[config.mk]
export PLATFORM = sky130hd
export DESIGN_NAME = sdram_ctrl_flat
export DESIGN_NICKNAME = d
export VERILOG_FILES = /design/src/hdl/bk_mem_pkg.sv /design/src/hdl/sdram_req_if.sv /design/src/hdl/sdram_ctrl.sv /design/src/flat_wrapper.sv
export VERILOG_INCLUDE_DIRS = /design/src /design/src/hdl
export SDC_FILE = /design/constraint.sdc
export NUM_CORES = 1
export LEC_CHECK = 0
export ABC_AREA = 1
export BUFFER_PORTS_ARGS = -buffer_cell sky130_fd_sc_hd__buf_2
export CAP_MARGIN = 20
export CORE_MARGIN = 1.5
export CORE_UTILIZATION = 47
export CTS_BUF_LIST = sky130_fd_sc_hd__clkbuf_8
export DETAILED_ROUTE_END_ITERATION = 12
export GPL_ROUTABILITY_DRIVEN = 1
export PLACE_DENSITY = 0.81
export RECOVER_POWER = 100
export SLEW_MARGIN = 40
export SYNTH_ARGS = -nofsm -noshare
export SYNTH_HDL_FRONTEND = slang
export SYNTH_SLANG_ARGS = --single-unit
[constraint.sdc]
create_clock -name clk_037 -period 2.59 [get_ports clk_037]
set_input_delay 0 -clock clk_037 [delete_from_list [all_inputs] [get_ports clk_037]]
set_output_delay 0 -clock clk_037 [all_outputs]
set_load 0.005 [all_outputs]
[src/hdl/bk_mem_config.svh]
//////////////////////////////////////////////////////////////////////
// BK0011M memory subsystem constants
// SDRAM timing in clk_037 cycles, mode word and ROM boundary
//////////////////////////////////////////////////////////////////////

`ifndef BK_MEM_CONFIG_SVH
`define BK_MEM_CONFIG_SVH

// reset to end of init, 100 us plus margin
`define BK_SDRAM_STARTUP_CYCLES 10100

// 64 ms over 4096 rows, less a little
`define BK_SDRAM_REFRESH_CYCLES 1524

`define BK_SDRAM_RCD 3  // active to read/write
`define BK_SDRAM_CAS 3  // cas latency
`define BK_SDRAM_TRC 6  // idle after auto refresh
`define BK_SDRAM_TRP 3  // idle after auto precharge access

// mode register word
//   [12:10] reserved
//   [9]     single location write
//   [8:7]   standard operation
//   [6:4]   cas latency 3
//   [3]     sequential
//   [2:0]   burst length 1
`define BK_SDRAM_MODE 13'b000_1_00_011_0_000

// everything from here up is read only for the cpu
`define BK_ROM_BASE 25'h0E0000

`endif

[src/hdl/bk_mem_pkg.sv]
//////////////////////////////////////////////////////////////////////
// BK0011M memory subsystem types
// address, data and command types, sequencer state encodings
//////////////////////////////////////////////////////////////////////

package bk_mem_pkg;

	typedef logic [15:0] cpu_addr_t;   // cpu bus address
	typedef logic [24:0] phys_addr_t;  // mapped byte address
	typedef logic [23:0] word_addr_t;  // bank 23:22, row 21:9, col 8:0
	typedef logic [15:0] data_t;
	typedef logic [1:0]  byte_sel_t;   // bit 1 is the high byte

	// {ncs, nras, ncas, nwe}
	typedef enum logic [3:0] {
		CMD_INHIBIT      = 4'b1111,
		CMD_NOP          = 4'b0111,
		CMD_ACTIVE       = 4'b0011,
		CMD_READ         = 4'b0101,
		CMD_WRITE        = 4'b0100,
		CMD_PRECHARGE    = 4'b0010,
		CMD_AUTO_REFRESH = 4'b0001,
		CMD_LOAD_MODE    = 4'b0000
	} sdram_cmd_t;

	// startup sequence steps, one cycle each except wait and done
	typedef enum logic [2:0] {
		INIT_WAIT,
		INIT_PRECHARGE,
		INIT_REFRESH1,
		INIT_REFRESH2,
		INIT_LOAD_MODE,
		INIT_DONE
	} init_step_t;

	typedef enum logic [2:0] {
		ST_INIT,
		ST_IDLE,
		ST_REFRESH_WAIT,
		ST_OPEN,
		ST_READ,
		ST_READ_WAIT,
		ST_WRITE,
		ST_PRE_WAIT
	} ctrl_state_t;

endpackage

[src/hdl/sdram_req_if.sv]
//////////////////////////////////////////////////////////////////////
// single word request channel from the bus port to the SDRAM sequencer
//////////////////////////////////////////////////////////////////////

`timescale 1ns/1ps

interface sdram_req_if ();

	logic                   valid;  // held until done
	logic                   we;
	bk_mem_pkg::word_addr_t addr;
	bk_mem_pkg::byte_sel_t  wtbt;   // byte enables, 11 on reads
	bk_mem_pkg::data_t      wdata;
	logic                   done;   // one cycle pulse
	bk_mem_pkg::data_t      rdata;  // valid with done on reads

	modport port (
		output valid, we, addr, wtbt, wdata,
		input  done, rdata
	);

	modport ctrl (
		input  valid, we, addr, wtbt, wdata,
		output done, rdata
	);

endinterface

[src/hdl/sdram_ctrl.sv]
//////////////////////////////////////////////////////////////////////
// SDRAM command sequencer
// init commands, auto refresh, single word reads and masked writes
//////////////////////////////////////////////////////////////////////

`timescale 1ns/1ps
`include "bk_mem_config.svh"

module sdram_ctrl (
	input  logic                   clk_037,
	input  logic                   arst_n_i,
	input  bk_mem_pkg::init_step_t init_step_i,
	input  logic                   init_done_i,
	input  logic                   refresh_due_i,
	output logic                   refresh_ack_o,
	sdram_req_if.ctrl              req,
	output bk_mem_pkg::sdram_cmd_t sdram_cmd_o,
	output logic [12:0]            sdram_a_o,
	output logic [1:0]             sdram_ba_o,
	output logic [1:0]             sdram_dqm_o,
	output logic                   sdram_cke_o,
	output bk_mem_pkg::data_t      dq_o,
	output logic                   dq_oe_o,
	input  bk_mem_pkg::data_t      dq_i
);

	localparam int WAIT_W = 4;

	bk_mem_pkg::ctrl_state_t state_q;
	logic [WAIT_W-1:0]       wait_q;   // cycles left in a timed state
	bk_mem_pkg::sdram_cmd_t  cmd_q;
	logic [12:0]             a_q;
	logic [1:0]              ba_q;
	logic [1:0]              dqm_q;
	logic                    oe_q;
	logic                    done_q;
	logic                    ref_ack_q;
	bk_mem_pkg::data_t       dq_q;
	bk_mem_pkg::data_t       rdata_q;
	logic                    wait_end;

	assign wait_end = (wait_q == '0);

	//////////////////////////////////////////////////////////////////////
	// command sequencer
	//////////////////////////////////////////////////////////////////////

	always_ff @(posedge clk_037 or negedge arst_n_i) begin
		if (!arst_n_i) begin
			state_q   <= bk_mem_pkg::ST_INIT;
			wait_q    <= '0;
			cmd_q     <= bk_mem_pkg::CMD_INHIBIT;
			a_q       <= '0;
			ba_q      <= '0;
			dqm_q     <= 2'b11;
			oe_q      <= 1'b0;
			done_q    <= 1'b0;
			ref_ack_q <= 1'b0;
		end else begin
			cmd_q     <= bk_mem_pkg::CMD_NOP;
			a_q       <= '0;
			ba_q      <= '0;
			done_q    <= 1'b0;
			ref_ack_q <= 1'b0;
			case (state_q)
				bk_mem_pkg::ST_INIT: begin
					case (init_step_i)
						bk_mem_pkg::INIT_PRECHARGE: begin
							cmd_q  <= bk_mem_pkg::CMD_PRECHARGE;
							a_q[10] <= 1'b1;  // all banks
						end
						bk_mem_pkg::INIT_REFRESH1,
						bk_mem_pkg::INIT_REFRESH2: cmd_q <= bk_mem_pkg::CMD_AUTO_REFRESH;
						bk_mem_pkg::INIT_LOAD_MODE: begin
							cmd_q <= bk_mem_pkg::CMD_LOAD_MODE;
							a_q   <= `BK_SDRAM_MODE;
						end
						default: cmd_q <= bk_mem_pkg::CMD_NOP;
					endcase
					if (init_done_i)
						state_q <= bk_mem_pkg::ST_IDLE;
				end
				bk_mem_pkg::ST_IDLE: begin
					if (refresh_due_i) begin  // refresh first
						cmd_q     <= bk_mem_pkg::CMD_AUTO_REFRESH;
						ref_ack_q <= 1'b1;
						wait_q    <= WAIT_W'(`BK_SDRAM_TRC - 1);
						state_q   <= bk_mem_pkg::ST_REFRESH_WAIT;
					end else if (req.valid) begin
						cmd_q   <= bk_mem_pkg::CMD_ACTIVE;
						a_q     <= req.addr[21:9];
						ba_q    <= req.addr[23:22];
						wait_q  <= WAIT_W'(`BK_SDRAM_RCD - 1);
						state_q <= bk_mem_pkg::ST_OPEN;
					end
				end
				bk_mem_pkg::ST_OPEN: begin
					if (wait_end) begin
						a_q  <= {2'b00, 1'b1, 1'b0, req.addr[8:0]};  // A10 auto precharge
						ba_q <= req.addr[23:22];
						if (req.we) begin
							cmd_q   <= bk_mem_pkg::CMD_WRITE;
							dqm_q   <= ~req.wtbt;
							oe_q    <= 1'b1;
							state_q <= bk_mem_pkg::ST_WRITE;
						end else begin
							cmd_q   <= bk_mem_pkg::CMD_READ;
							dqm_q   <= 2'b00;
							state_q <= bk_mem_pkg::ST_READ;
						end
					end else begin
						wait_q <= wait_q - 1'b1;
					end
				end
				bk_mem_pkg::ST_WRITE: begin
					done_q  <= 1'b1;
					oe_q    <= 1'b0;
					dqm_q   <= 2'b11;
					wait_q  <= WAIT_W'(`BK_SDRAM_TRP - 1);
					state_q <= bk_mem_pkg::ST_PRE_WAIT;
				end
				bk_mem_pkg::ST_READ: begin
					wait_q  <= WAIT_W'(`BK_SDRAM_CAS - 1);
					state_q <= bk_mem_pkg::ST_READ_WAIT;
				end
				bk_mem_pkg::ST_READ_WAIT: begin
					if (wait_end) begin  // data on dq now
						done_q  <= 1'b1;
						dqm_q   <= 2'b11;
						wait_q  <= WAIT_W'(`BK_SDRAM_TRP - 1);
						state_q <= bk_mem_pkg::ST_PRE_WAIT;
					end else begin
						wait_q <= wait_q - 1'b1;
					end
				end
				bk_mem_pkg::ST_REFRESH_WAIT,
				bk_mem_pkg::ST_PRE_WAIT: begin
					if (wait_end)
						state_q <= bk_mem_pkg::ST_IDLE;
					else
						wait_q <= wait_q - 1'b1;
				end
				default: state_q <= bk_mem_pkg::ST_INIT;
			endcase
		end
	end

	// write data and read capture
	always_ff @(posedge clk_037) begin
		if (state_q == bk_mem_pkg::ST_OPEN && wait_end && req.we)
			dq_q <= req.wdata;
		if (state_q == bk_mem_pkg::ST_READ_WAIT && wait_end)
			rdata_q <= dq_i;
	end

	assign sdram_cmd_o   = cmd_q;
	assign sdram_a_o     = a_q;
	assign sdram_ba_o    = ba_q;
	assign sdram_dqm_o   = dqm_q;
	assign sdram_cke_o   = 1'b1;  // no power down
	assign dq_o          = dq_q;
	assign dq_oe_o       = oe_q;
	assign refresh_ack_o = ref_ack_q;
	assign req.done      = done_q;
	assign req.rdata     = rdata_q;

	// done only ends an access that the port still holds
	a_done_in_access : assert property (@(posedge clk_037) disable iff (!arst_n_i)
		req.done |-> state_q == bk_mem_pkg::ST_PRE_WAIT && $past(req.valid))
		else $error("sdram_ctrl: done outside an access");

endmodule

[src/flat_wrapper.sv]
// flat-port wrapper written by rule: the top's interface ports become plain ports
module sdram_ctrl_flat 
  (clk_037, arst_n_i, init_step_i, init_done_i, refresh_due_i, refresh_ack_o, sdram_cmd_o, sdram_a_o, sdram_ba_o, sdram_dqm_o, sdram_cke_o, dq_o, dq_oe_o, dq_i, req_valid, req_we, req_addr, req_wtbt, req_wdata, req_done, req_rdata);
  sdram_req_if req_i ();
  input  logic clk_037;
  input  logic arst_n_i;
  input  bk_mem_pkg::init_step_t init_step_i;
  input  logic init_done_i;
  input  logic refresh_due_i;
  output logic refresh_ack_o;
  output bk_mem_pkg::sdram_cmd_t sdram_cmd_o;
  output logic [12:0] sdram_a_o;
  output logic [1:0] sdram_ba_o;
  output logic [1:0] sdram_dqm_o;
  output logic sdram_cke_o;
  output bk_mem_pkg::data_t dq_o;
  output logic dq_oe_o;
  input  bk_mem_pkg::data_t dq_i;
  input wire logic [$bits(req_i.valid)-1:0] req_valid;
  input wire logic [$bits(req_i.we)-1:0] req_we;
  input wire logic [$bits(req_i.addr)-1:0] req_addr;
  input wire logic [$bits(req_i.wtbt)-1:0] req_wtbt;
  input wire logic [$bits(req_i.wdata)-1:0] req_wdata;
  output wire logic [$bits(req_i.done)-1:0] req_done;
  output wire logic [$bits(req_i.rdata)-1:0] req_rdata;
  assign req_i.valid = req_valid;
  assign req_i.we = req_we;
  assign req_i.addr = req_addr;
  assign req_i.wtbt = req_wtbt;
  assign req_i.wdata = req_wdata;
  assign req_done = req_i.done;
  assign req_rdata = req_i.rdata;
  sdram_ctrl u_core (.clk_037(clk_037), .arst_n_i(arst_n_i), .init_step_i(init_step_i), .init_done_i(init_done_i), .refresh_due_i(refresh_due_i), .refresh_ack_o(refresh_ack_o), .req(req_i), .sdram_cmd_o(sdram_cmd_o), .sdram_a_o(sdram_a_o), .sdram_ba_o(sdram_ba_o), .sdram_dqm_o(sdram_dqm_o), .sdram_cke_o(sdram_cke_o), .dq_o(dq_o), .dq_oe_o(dq_oe_o), .dq_i(dq_i));
endmodule
# After elaboration in Yosys (flattened, before gate mapping)
# Cells that the tools add are included.
# classes
bitwise_logic	1
reduce_logical	16
n_mux	40
eq_ne	18
n_addsub	1
# op_table
op	count
$pmux 13 s3	1
$mux 13	2
$mux 4	6
$mux 3	7
$pmux 3 s7	1
$pmux 4 s4	1
$eq 3x3->1 const B	5
$mux 2	7
$eq 3x2->1 const B	4
$pmux 4 s3	1
$mux 11	1
$mux 10	1
$pmux 3 s3	1
$reduce_and 3->1	3
$mux 1	7
$eq 3x1->1 const B	2
$ne 2x1->1 const B	3
$ne 2x2->1 const B	3
$pmux 2 s3	1
$reduce_or 2->1	3
$reduce_and 5->1	1
$logic_not 4->1	1
$pmux 1 s2	2
$pmux 2 s2	1
other kinds (9)	11
# word_totals
output_inout_bits	57
elab_cells	87
register_bits	63
inputBits	67

# Logic depth before layout (Yosys ltp)
# Gate-level depths: netlist of run 1.
# logic_depth
word_depth	4
mapped_depth	9
depth_no_buf	9

# Worst setup path before layout of run 1
# OpenSTA, ideal clock, no wires.
# synth_timing
path_kind	reg2reg
startpoint	reg u_core.wait_q[0]
endpoint	reg u_core.rdata_q[0], in the netlist u_core.req.rdata[0], enable pin
period_less_slack_ps	1881
path_buffers	0
path_stages_with_launch	5
setup_time_ps	388
arrival_ps	1492
path_slack_ps	709
required_time_ps	2202
cell_sequence	dfrtp_1 > inv_1 > ha_1 > nand2_2 > nor2_1
# synth_between
elab_chain_len	2
# synth_lines
element	line	source
start, declared	sdram_ctrl.sv:30	logic [WAIT_W-1:0] wait_q;
start signal, assigned	sdram_ctrl.sv:87	wait_q <= WAIT_W'(`BK_SDRAM_TRC - 1);
start signal, assigned	sdram_ctrl.sv:93	wait_q <= WAIT_W'(`BK_SDRAM_RCD - 1);
start signal, assigned	sdram_ctrl.sv:112	wait_q <= wait_q - 1'b1;
$logic_not 4->1	sdram_ctrl.sv:42	assign wait_end = (wait_q == '0);
$logic_and 1x1->1	sdram_ctrl.sv:152	if (state_q == bk_mem_pkg::ST_READ_WAIT && wait_end)
end signal, assigned	sdram_ctrl.sv:153	rdata_q <= dq_i;
end, declared	sdram_ctrl.sv:39	bk_mem_pkg::data_t rdata_q;
# No other way between the ends.
# A chain may end at the register's enable or synchronous reset.

# Worst setup path after layout of run 1
# layout_timing
startpoint	reg u_core.wait_q[0]
endpoint	reg u_core.a_q[5], in the netlist u_core.sdram_a_o[5]
# layout_between
elab_chain_len	3
# layout_lines
element	line	source
$logic_not 4->1	sdram_ctrl.sv:42	
$mux 11	sdram_ctrl.sv:98	if (wait_end) begin
$pmux 13 s3	sdram_ctrl.sv:65	case (state_q)
end signal, assigned	sdram_ctrl.sv:76	a_q <= `BK_SDRAM_MODE;
end signal, assigned	sdram_ctrl.sv:91	a_q <= req.addr[21:9];
end signal, assigned	sdram_ctrl.sv:99	a_q <= {2'b00, 1'b1, 1'b0, req.addr[8:0]};
end, declared	sdram_ctrl.sv:32	logic [12:0] a_q;
# No other way between the ends.

==> flow_summary.ini, run 1 <==
[outcome]
status = finished, violations left
violations = max-capacitance violations, max-slew violations

[timing]
rsz0062_at_grt = false
min_period_over_period = 0.806
finalHoldViolCount = 0
drv_slew = 32
fmax_mhz = 479
setup_violations = 0
relSlewSlack = -0.0921
worstMarginPinSlew_ps = 1640
finClkSkew_ps = 7.46
setup_tns_ps = 0
period_needed_ps = 2090

[clock_tree]
cts_root_buffer = clkbuf_8
cts_tree = built
cts_inserted_buffers = 9
clk_latency_ps = 330
post-cts-setup-buffers = 0
clock_sinks = 63
cts-htree-levels = 3
cts.clk_slew.worst_paths_ps = 70
clockBufferDepth = 2

[routing]
first_iter_violations = 121
routed_wl_um = 7210
via_per_inst = 4.80
via_count = 2440
post_drt_wl_per_cell_um = 14.2
drc = 0
dr.pass1.iters = 4
drt.antenna.violating_nets = 0

[setup_path]
critPathCaptureType = flip-flop
start_kind = flip-flop
crit_required_ps = 2800
path_class = flip-flop to flip-flop
crit_path_max_fanout = 10
critical_path_arrival_ps = 2300

[synthesis]
synth_top_area_cell = edfxtp_1
synth.distinct_cells = 25
yosysWarningCount = 0
postSynthCellCount = 241
synthesis.area_mm2 = 0.00257
synth.ff_latch_count = 63
synth_nets = 310
synth.area.top_cells = edfxtp_1 37%, dfrtp_1 24%, nand2_1 11%
synth_top_area_share = 0.374
seq_area_frac_synth = 0.678
avgSynthCellArea_um2 = 10.7

[final_layout]
synthToLayoutAreaGrowth_pct = 55.4
diodes = 0
finalNetCount = 502
n_fill_cell = 352
final_util = 0.768
multiInputGateArea_um2 = 669
final_layout_size_suffix_gt1_frac = 0.258
seq_area_mm2 = 0.00174

[pwr]
ir_drop_mv = 0.668
switching_share = 0.344
p_per_area_mw_per_mm2 = 830
power_frac_comb = 0.330
p_sw_uw = 1140
power_leakage_uw = 0.00196
p_seq_frac = 0.416
p_clk_frac = 0.254
internal_power_uw = 2180

[floorplan]
die_h_um = 77.0
dieWidth_um = 77.0
start_util = 0.494
die-area_mm2 = 0.00593
io_pins = 124
core_area_mm2 = 0.00520
rows = 26

[global_route]
track_usage = 0.260
grt_pass1_vias = 2483
grt_max_degree = 32
grt-ovfl-total = 0
grt_pass1_wl_um = 11800
antenna_found_initial = 0

[placement]
hpwl_um = 4150
port_buffers = 122
gp_congestion = 0.846

[job]
cap_violations = 1

[min_path]
hold_class = input port to flip-flop
==> metal layers <==
metal,global-route usage,routed length (um)
met5,0,0
met4,0.122,224
met3,0.0738,525
met2,0.460,3600
met1,0.287,2860
==> per-stage QoR <==
| stage | cell area, um2 | cells | hold slack, ps | worst slack (ps) | total power, uW |
|---|---|---|---|---|---|
| 6_report | 4000 | 508 | 91.0 | 502 | 3320 |
| 5_1_grt | 4000 | 508 | 114 | 273 | 3540 |
| 4_1_cts | 4060 | 508 | 74.9 | 635 | 3340 |
| 3_5_place_dp | 3240 | 430 | 76.9 | 940 | 2400 |
| 3_3_place_gp | 3240 | 430 | 74.5 | 985 | 2370 |
| 2_1_floorplan | 2570 | 241 | -296 | 709 | 2110 |
==> Yosys cell counts (all sizes together) <==
library cell  count
inv              23
conb              2
nand3            21
dfstp             6
nand3b            2
a21oi             2
clkinv            1
nand2            79
o21ai             3
dfrtp            25
o211ai            3
ha                2
nor3b             1
nor2             30
edfxtp           32
nand4             4
buf               5
==> cells by family (layout without fill, tap and decap cells) <==
kind of cell	count (synthesis)	count (layout)	synth area share
other	2	2	0.00292
buffers and inverters	29	226	0.0550
AOI/OAI and AO/OA	8	8	0.0185
DFF	63	63	0.678
and+or+nand+nor	137	137	0.236
adders and majority gates	2	2	0.00973
==> critical path: stages, from the launching register on <==
cell	delay, ps
dfrtp_1	350
inv_1	90
ha_1	220
nand2_1	240
inv_1	100
nand2_1	140
inv_2	120
nand2_1	100
nand3_1	60
dlygate4sd3_1	550
==> flip-flops by register name, summed over array words and instances, names as in the netlist <==
register and count:
u_core.wait_q 4, u_core.refresh_ack_o 1, u_core.req.rdata 16, u_core.sdram_cmd_o 4
u_core.dq_o 16, u_core.dq_oe_o 1, u_core.sdram_dqm_o 2, u_core.req.done 1
u_core.sdram_ba_o 2, u_core.sdram_a_o 13, u_core.state_q 3
==> timing repair <==
| item | in CTS | in global routing |
|---|---|---|
| hold buffers | 62 | 0 |
| gates resized for setup | 0 | 0 |
| hold endpoints to repair | 75 | 0 |
==> worst paths after layout <==
| check | start | endpoint | slack (ps) | cells after the start |
|---|---|---|---|---|
| worst min register to register | u_core.sdram_dqm_o[0] | u_core.sdram_dqm_o[0] | 490 | 2 |
| worst max register to register | u_core.wait_q[0] | u_core.sdram_a_o[5] | 500 | 9 |
| max in group asynchronous | arst_n_i | u_core.state_q[0] | 1020 | 2 |
| worst min-delay path | req_we | u_core.state_q[1] | 90 | 5 |
| min in group asynchronous | arst_n_i | u_core.state_q[2] | 620 | 2 |
| worst max-delay path | u_core.wait_q[0] | u_core.sdram_a_o[5] | 500 | 9 |
==> cells in the final DEF, fill, tap and decap left out, types with 3 or more instances in the layout <==
cell type      instances
clkbuf_8              11
inv_1                 21
edfxtp_1              32
dfstp_2                3
dfstp_1                3
o21ai_0                3
nor2_1                26
nand3_1               21
clkbuf_1              36
o211ai_1               3
dlygate4sd3_1         62
nand2_1               78
buf_2                 87
nand4_1                4
dfrtp_1               25
==> power by group through the flow <==
| stage | Sequential [uW] | Combinational, uW | Clock [uW] |
|---|---|---|---|
| floorplan | 1350 | 761 | 0 |
| global placement | 1390 | 988 | 0 |
| detailed placement | 1400 | 1010 | 0 |
| CTS | 1380 | 1120 | 843 |
| global route | 1400 | 1240 | 895 |
| finish | 1380 | 1090 | 843 |
==> area by class of cell <==
class                      instances  area share
clock buffer                      11      0.0379
multi-input combinational        149       0.168
clock inverter                     5      0.0122
inverter                          24      0.0241
timing repair buffer             186       0.300
tap                               70      0.0219
sequential                        63       0.436
(Power assumes the default switching activity.)
==> inputs of run 2 (changes only) <==
Settings changed: ABC_AREA 1 to 0.
Clock period 2.59 ns to 2 ns, I/O delays scaled along.
==> run 2 against run 1 <==
The flow still finishes with violations (max-capacitance violations, max-slew violations); synthesized area decreased by 0.54%; die area shrank 0.51%; global-route usage up 2.5 points; cell count down 13%; critical endpoint is now u_core.dq_o[15].
==> flow_summary.ini, run 2 <==
[outcome]
status = finished, violations left
violations = max-capacitance violations, max-slew violations

[setup_path]
crit_required_ps = 2020
regToRegEndpoint = u_core.dq_o[15]
worst-path-buf-inv = 1
critical_path_arrival_ps = 1900
start_kind = flip-flop
path_class = flip-flop to flip-flop
r2r_start = u_core.wait_q[0]
path_delay_family = simple AND/OR/NAND/NOR gates
crit_slowest_cell = dfrtp_1
max_stage_delay_ps = 410
path_cells = inv_1 > ha_1 > nor3b_4 > nand3_1 > nor2_2 > and2_4
ff2ff_path_depth = 6
critPathCaptureType = flip-flop
r2r_slack_ps = 120
crit_path_max_fanout = 16

[pwr]
power_leakage_uw = 0.00175
ir_drop_mv = 0.635
power_uw = 4480
p_per_area_mw_per_mm2 = 1110

[clock_tree]
cts_tree = built
cts.clk_slew.worst_paths_ps = 70
cts_resized = 0
cts_root_buffer = clkbuf_8
cts_inserted_buffers = 9
clock_sinks = 63
clk_latency_ps = 340
cts-htree-levels = 3
clockBufferDepth = 2

[timing]
drv_slew = 32
finClkSkew_ps = 16.0
worst_hold_slack_ps = 8.52
worstMarginPinSlew_ps = 1650
finalHoldViolCount = 0
setup_tns_ps = 0
fmax_mhz = 532
setup_violations = 0
rsz0062_at_grt = false
period_needed_ps = 1880
min_period_over_period = 0.940
relSlewSlack = -0.0991

[synthesis]
synth.area.top_cells = edfxtp_1 38%, dfrtp_1 24%, dfstp_2 6.2%
synth.ff_latch_count = 63
synthesis.area_mm2 = 0.00256
synth-main-ff-cell = edfxtp_1
synth.distinct_cells = 55
synth_top_area_share = 0.376
postSynthCellCount = 177
avgSynthCellArea_um2 = 14.5
synth_edf_count = 32
netlist_top_cells_count = 32 x edfxtp_1, 25 x dfrtp_1, 8 x a22o_1, 8 x nand2_1, 8 x o21ai_0
synth_nets = 246
synth_top_area_cell = edfxtp_1
seq_area_frac_synth = 0.682
yosysWarningCount = 0
synth_most_common_cell = edfxtp_1
async_flop_share = 0.492

[global_route]
track_usage = 0.284
grt_pass1_wl_um = 12400
grt-ovfl-total = 0
antenna_found_initial = 0
grt_pass1_vias = 2301
grt_max_degree = 32

[routing]
routed_wl_um = 8200
first_iter_violations = 182
via_count = 2226
post_drt_wl_per_cell_um = 18.5
via_per_inst = 5.02
drc = 0
dr.pass1.iters = 4
drt.antenna.violating_nets = 0

[final_layout]
layout_commonest_cell = buf_2
synthToLayoutAreaGrowth_pct = 57.8
diodes = 0
most-common-layout-cells = 73 x buf_2, 57 x dlygate4sd3_1, 46 x clkbuf_1, 32 x edfxtp_1, 25 x dfrtp_1
finalNetCount = 437
final_layout_size_suffix_gt1_frac = 0.306
final_util = 0.781
stdcell_count = 443

[floorplan]
die-area_mm2 = 0.00590
core_area_mm2 = 0.00517
dieWidth_um = 76.8
io_pins = 124
rows = 26
start_util = 0.495
die_h_um = 76.8

[placement]
hpwl_um = 4150
gp_congestion = 0.778
port_buffers = 122
post-place-cells = 369

[min_path]
hold_class = input port to flip-flop
hp-start = init_step_i[2]
holdPathEnd = u_core.sdram_cmd_o[2]
holdPathStages = 3

[job]
cap_violations = 1
-- run 2: changes by cell type after synthesis, sizes merged, moves of 3 or more --
cell and change:
a21o +3, a21oi +3, a22o +8, and2 +4
buf +3, inv -18, nand2 -70, nand2b +6
nand3 -19, nand4 -3, nor2 -21, nor2b +4
o21ai +5
-- run 2: worst max path at each step --
stage          slack, ps  cells past startpoint               to        startpoint
5_1_grt                1                      6  u_core.dq_o[15]  u_core.wait_q[0]
2_1_floorplan         70                      7   u_core.dq_o[0]  u_core.wait_q[0]
4_1_cts              100                      6  u_core.dq_o[15]  u_core.wait_q[0]
3_3_place_gp         210                      6   u_core.dq_o[6]  u_core.wait_q[0]
3_5_place_dp         130                      6   u_core.dq_o[9]  u_core.wait_q[0]
6_report             120                      6  u_core.dq_o[15]  u_core.wait_q[0]
-- run 2: cell families (layout without fill, tap and decap cells) --
| logic type | count (synthesis) | count (layout) | synth area share |
|---|---|---|---|
| adders and majority gates | 3 | 3 | 0.0137 |
| xor gates and xnor gates | 3 | 3 | 0.0103 |
| and+or+nand+nor | 49 | 49 | 0.124 |
| muxes | 3 | 3 | 0.0122 |
| buffers and inverters | 14 | 210 | 0.0293 |
| AOI/OAI and AO/OA | 40 | 40 | 0.126 |
| DFF | 63 | 63 | 0.682 |
| other | 2 | 2 | 0.00294 |
-- run 2: routing by layer --
layer,vias to the layer above,global-route usage,share of wire
li1,1034,-,-
met1,1060,0.324,0.39
met2,118,0.512,0.52
met3,14,0.0667,0.067
met4,0,0.115,0.025
met5,-,0,0
-- run 2: area by class of cell --
class / instances / area (um2)
clock inverter: 7 / 128
timing repair buffer: 189 / 1190
tap: 70 / 87.6
fill: 304 / 1130
multi-input combinational: 100 / 741
clock buffer: 9 / 124
sequential: 63 / 1740
inverter: 5 / 18.8
-- run 2: power by group --
group	leakage, uW	switching (uW)	total [uW]	internal (uW)
clock	0.000126	559	1410	848
sequential	0.000676	177	1770	1590
combinational	0.000951	671	1300	633
-- run 2: stage by stage --
step,area (um2),setup WS [ps]
floorplan,2570,65.3
global placement,3280,206
detailed placement,3280,134
CTS,4100,103
global route,4040,1.01
finish,4040,121
-- run 2: worst reg2reg max path, delay by kind of cell (launching register included) --
kind                     cells  cell delay (ps)
AND/OR/NAND/NOR              4              910
buffers and inverters        1               90
adder cells (fa/ha/maj)      1              160
flip-flops                   1              410
-- run 2: repair_timing --
action | in CTS | in global routing
setup endpoints to repair | 0 | 16
hold buffers | 57 | 0
setup buffers | 0 | 1
endpoints found under the hold margin | 72 | 0
==> inputs of run 3 (changes only) <==
Settings changed: ABC_AREA 0 to 1.
==> run 3 against run 2 <==
The flow now finishes without violations; first-iteration DRC count decreased by 8.8%; cell count increased by 15%; sequential share of layout area decreased by 0.48 points; power increased by 4.0%; fmax decreased by 2.4%; non-clock buffer count unchanged; global-route usage decreased by 1.1 points; clock skew decreased by 4.5 ps; sequential power increased by 2%; utilization increased by 0.55 points; register-to-register slack got worse by 50 ps; clock power decreased by 4%; highest routed layer unchanged.
==> flow_summary.ini, run 3 (synthesized netlist as in run 1, its figures left out) <==
[floorplan]
dieWidth_um = 77.0
start_util = 0.494
core_area_mm2 = 0.00520
io_pins = 124
die_h_um = 77.0
rows = 26
die-area_mm2 = 0.00593

[timing]
worst_slack_ps = 75.3
fmax_mhz = 520
rsz0062_at_grt = false
relSlewSlack = 0.553
worstMarginPinSlew_ps = 671
finClkSkew_ps = 11.4
finalHoldViolCount = 0
setup_violations = 0
setup_tns_ps = 0
period_needed_ps = 1920
min_period_over_period = 0.962
drv_slew = 0

[final_layout]
stdcell_count = 511
synthToLayoutAreaGrowth_pct = 59.0
finalNetCount = 505
n_fill_cell = 314
diodes = 0
most-common-layout-cells = 83 x buf_2, 75 x nand2_1, 62 x dlygate4sd3_1, 40 x clkbuf_1, 32 x edfxtp_1
final_layout_size_suffix_gt1_frac = 0.290
final_util = 0.786
layout_commonest_cell = buf_2

[pwr]
power_frac_comb = 0.321
switching_share = 0.344
p_seq_frac = 0.388
power_leakage_uw = 0.00198
p_per_area_mw_per_mm2 = 1140
ir_drop_mv = 0.945
internal_power_uw = 3060
p_sw_uw = 1600
power_uw = 4660
p_clk_frac = 0.291

[outcome]
status = completed

[clock_tree]
clk_latency_ps = 350
cts-htree-levels = 3
cts_root_buffer = clkbuf_8
cts.clk_slew.worst_paths_ps = 80
clock_sinks = 63
clockBufferDepth = 2
cts_inserted_buffers = 9
cts_tree = built

[global_route]
grt_pass1_wl_um = 12200
track_usage = 0.274
grt_pass1_vias = 2478
grt_max_degree = 32
antenna_found_initial = 0
grt-ovfl-total = 0

[routing]
drc = 0
dr.pass1.iters = 4
post_drt_wl_per_cell_um = 15.4
via_per_inst = 4.86
drt.antenna.violating_nets = 0
routed_wl_um = 7860
first_iter_violations = 166
via_count = 2483

[placement]
port_buffers = 122
dp_slack_ps = 344
hpwl_um = 4040
post-place-cells = 430
gp_congestion = 0.863

[setup_path]
path_delay_family = buffers and inverters
cp_common_cell = nand2_1
path_cells = nor2_1 > nand2_2 > nor2_4 > buf_12 > nand2_1 > nand2_1 > dlygate4sd3_1
start_kind = flip-flop
r2r_slack_ps = 80
path_class = flip-flop to flip-flop
critPathCaptureType = flip-flop
crit_required_ps = 2290
r2r_start = u_core.state_q[2]
crit_path_max_fanout = 12
critical_path_arrival_ps = 2210
worst-path-buf-inv = 2
crit_slowest_cell = dlygate4sd3_1
max_stage_delay_ps = 550
crit_start = u_core.state_q[2]

[job]
cap_violations = 0

[min_path]
hold_class = input port to flip-flop
hp-start = req_we
[run 3: cell types whose count changed in the layout (fill, tap and decap cells not counted), sizes merged, moves of 6 or more]
cell and delta:
nand2b -6, nand2 +70, nor2 +21, a22o -8, inv +16, nand3 +19
[run 3: timing repair]
action                                 CTS  global route
endpoints found under the hold margin   75             0
gates resized for setup                  0            10
setup buffers                            0             3
hold buffers                            62             0
setup endpoints to repair                0            11
[run 3: per-layer routing]
layer / vias up / global-route usage / wire length (um)
met5: - / 0 / 0
met4: 0 / 0.102 / 155
met3: 18 / 0.0726 / 559
met2: 131 / 0.481 / 4050
met1: 1164 / 0.320 / 3090
li1: 1170 / - / -
[run 3: metrics by stage]
stage / instance area [um2] / hold WS (ps)
3_3_place_gp: 3240 / 74.5
6_report: 4090 / 63.9
5_1_grt: 4090 / 94.8
2_1_floorplan: 2570 / -296
3_5_place_dp: 3240 / 80.3
4_1_cts: 4110 / 70.0
[run 3: final cells by class]
| class | count | area [um2] | area share |
|---|---|---|---|
| multi-input cells | 149 | 687 | 0.168 |
| well taps | 70 | 87.6 | 0.0214 |
| clock buffers | 9 | 124 | 0.0303 |
| inverters | 24 | 101 | 0.0248 |
| clock inverters | 7 | 120 | 0.0294 |
| flip-flops and latches | 63 | 1750 | 0.427 |
| repair buffers | 189 | 1220 | 0.299 |
[run 3: final timing paths]
kind                                         endpoint  cells past startpoint
min in group asynchronous        u_core.refresh_ack_o                      2
worst min register to register  u_core.sdram_dqm_o[0]                      2
max in group asynchronous           u_core.state_q[0]                      2
worst max register to register    u_core.sdram_a_o[7]                      7
worst min-delay path                u_core.state_q[1]                      5
worst max-delay path              u_core.sdram_a_o[7]                      7
[run 3: power by group through the flow]
stage	combinational, uW	clock [uW]	sequential [uW]
after floorplan	985	0	1750
after global routing	1680	1420	1830
after detailed placement	1300	0	1810
final	1490	1350	1810
after CTS	1440	1350	1780
after global placement	1280	0	1800
[run 3: worst min-delay path, delay by kind of cell]
kind	cells	cell delay, ps
buffers and inverters	1	110
and+or+nand+nor	4	260
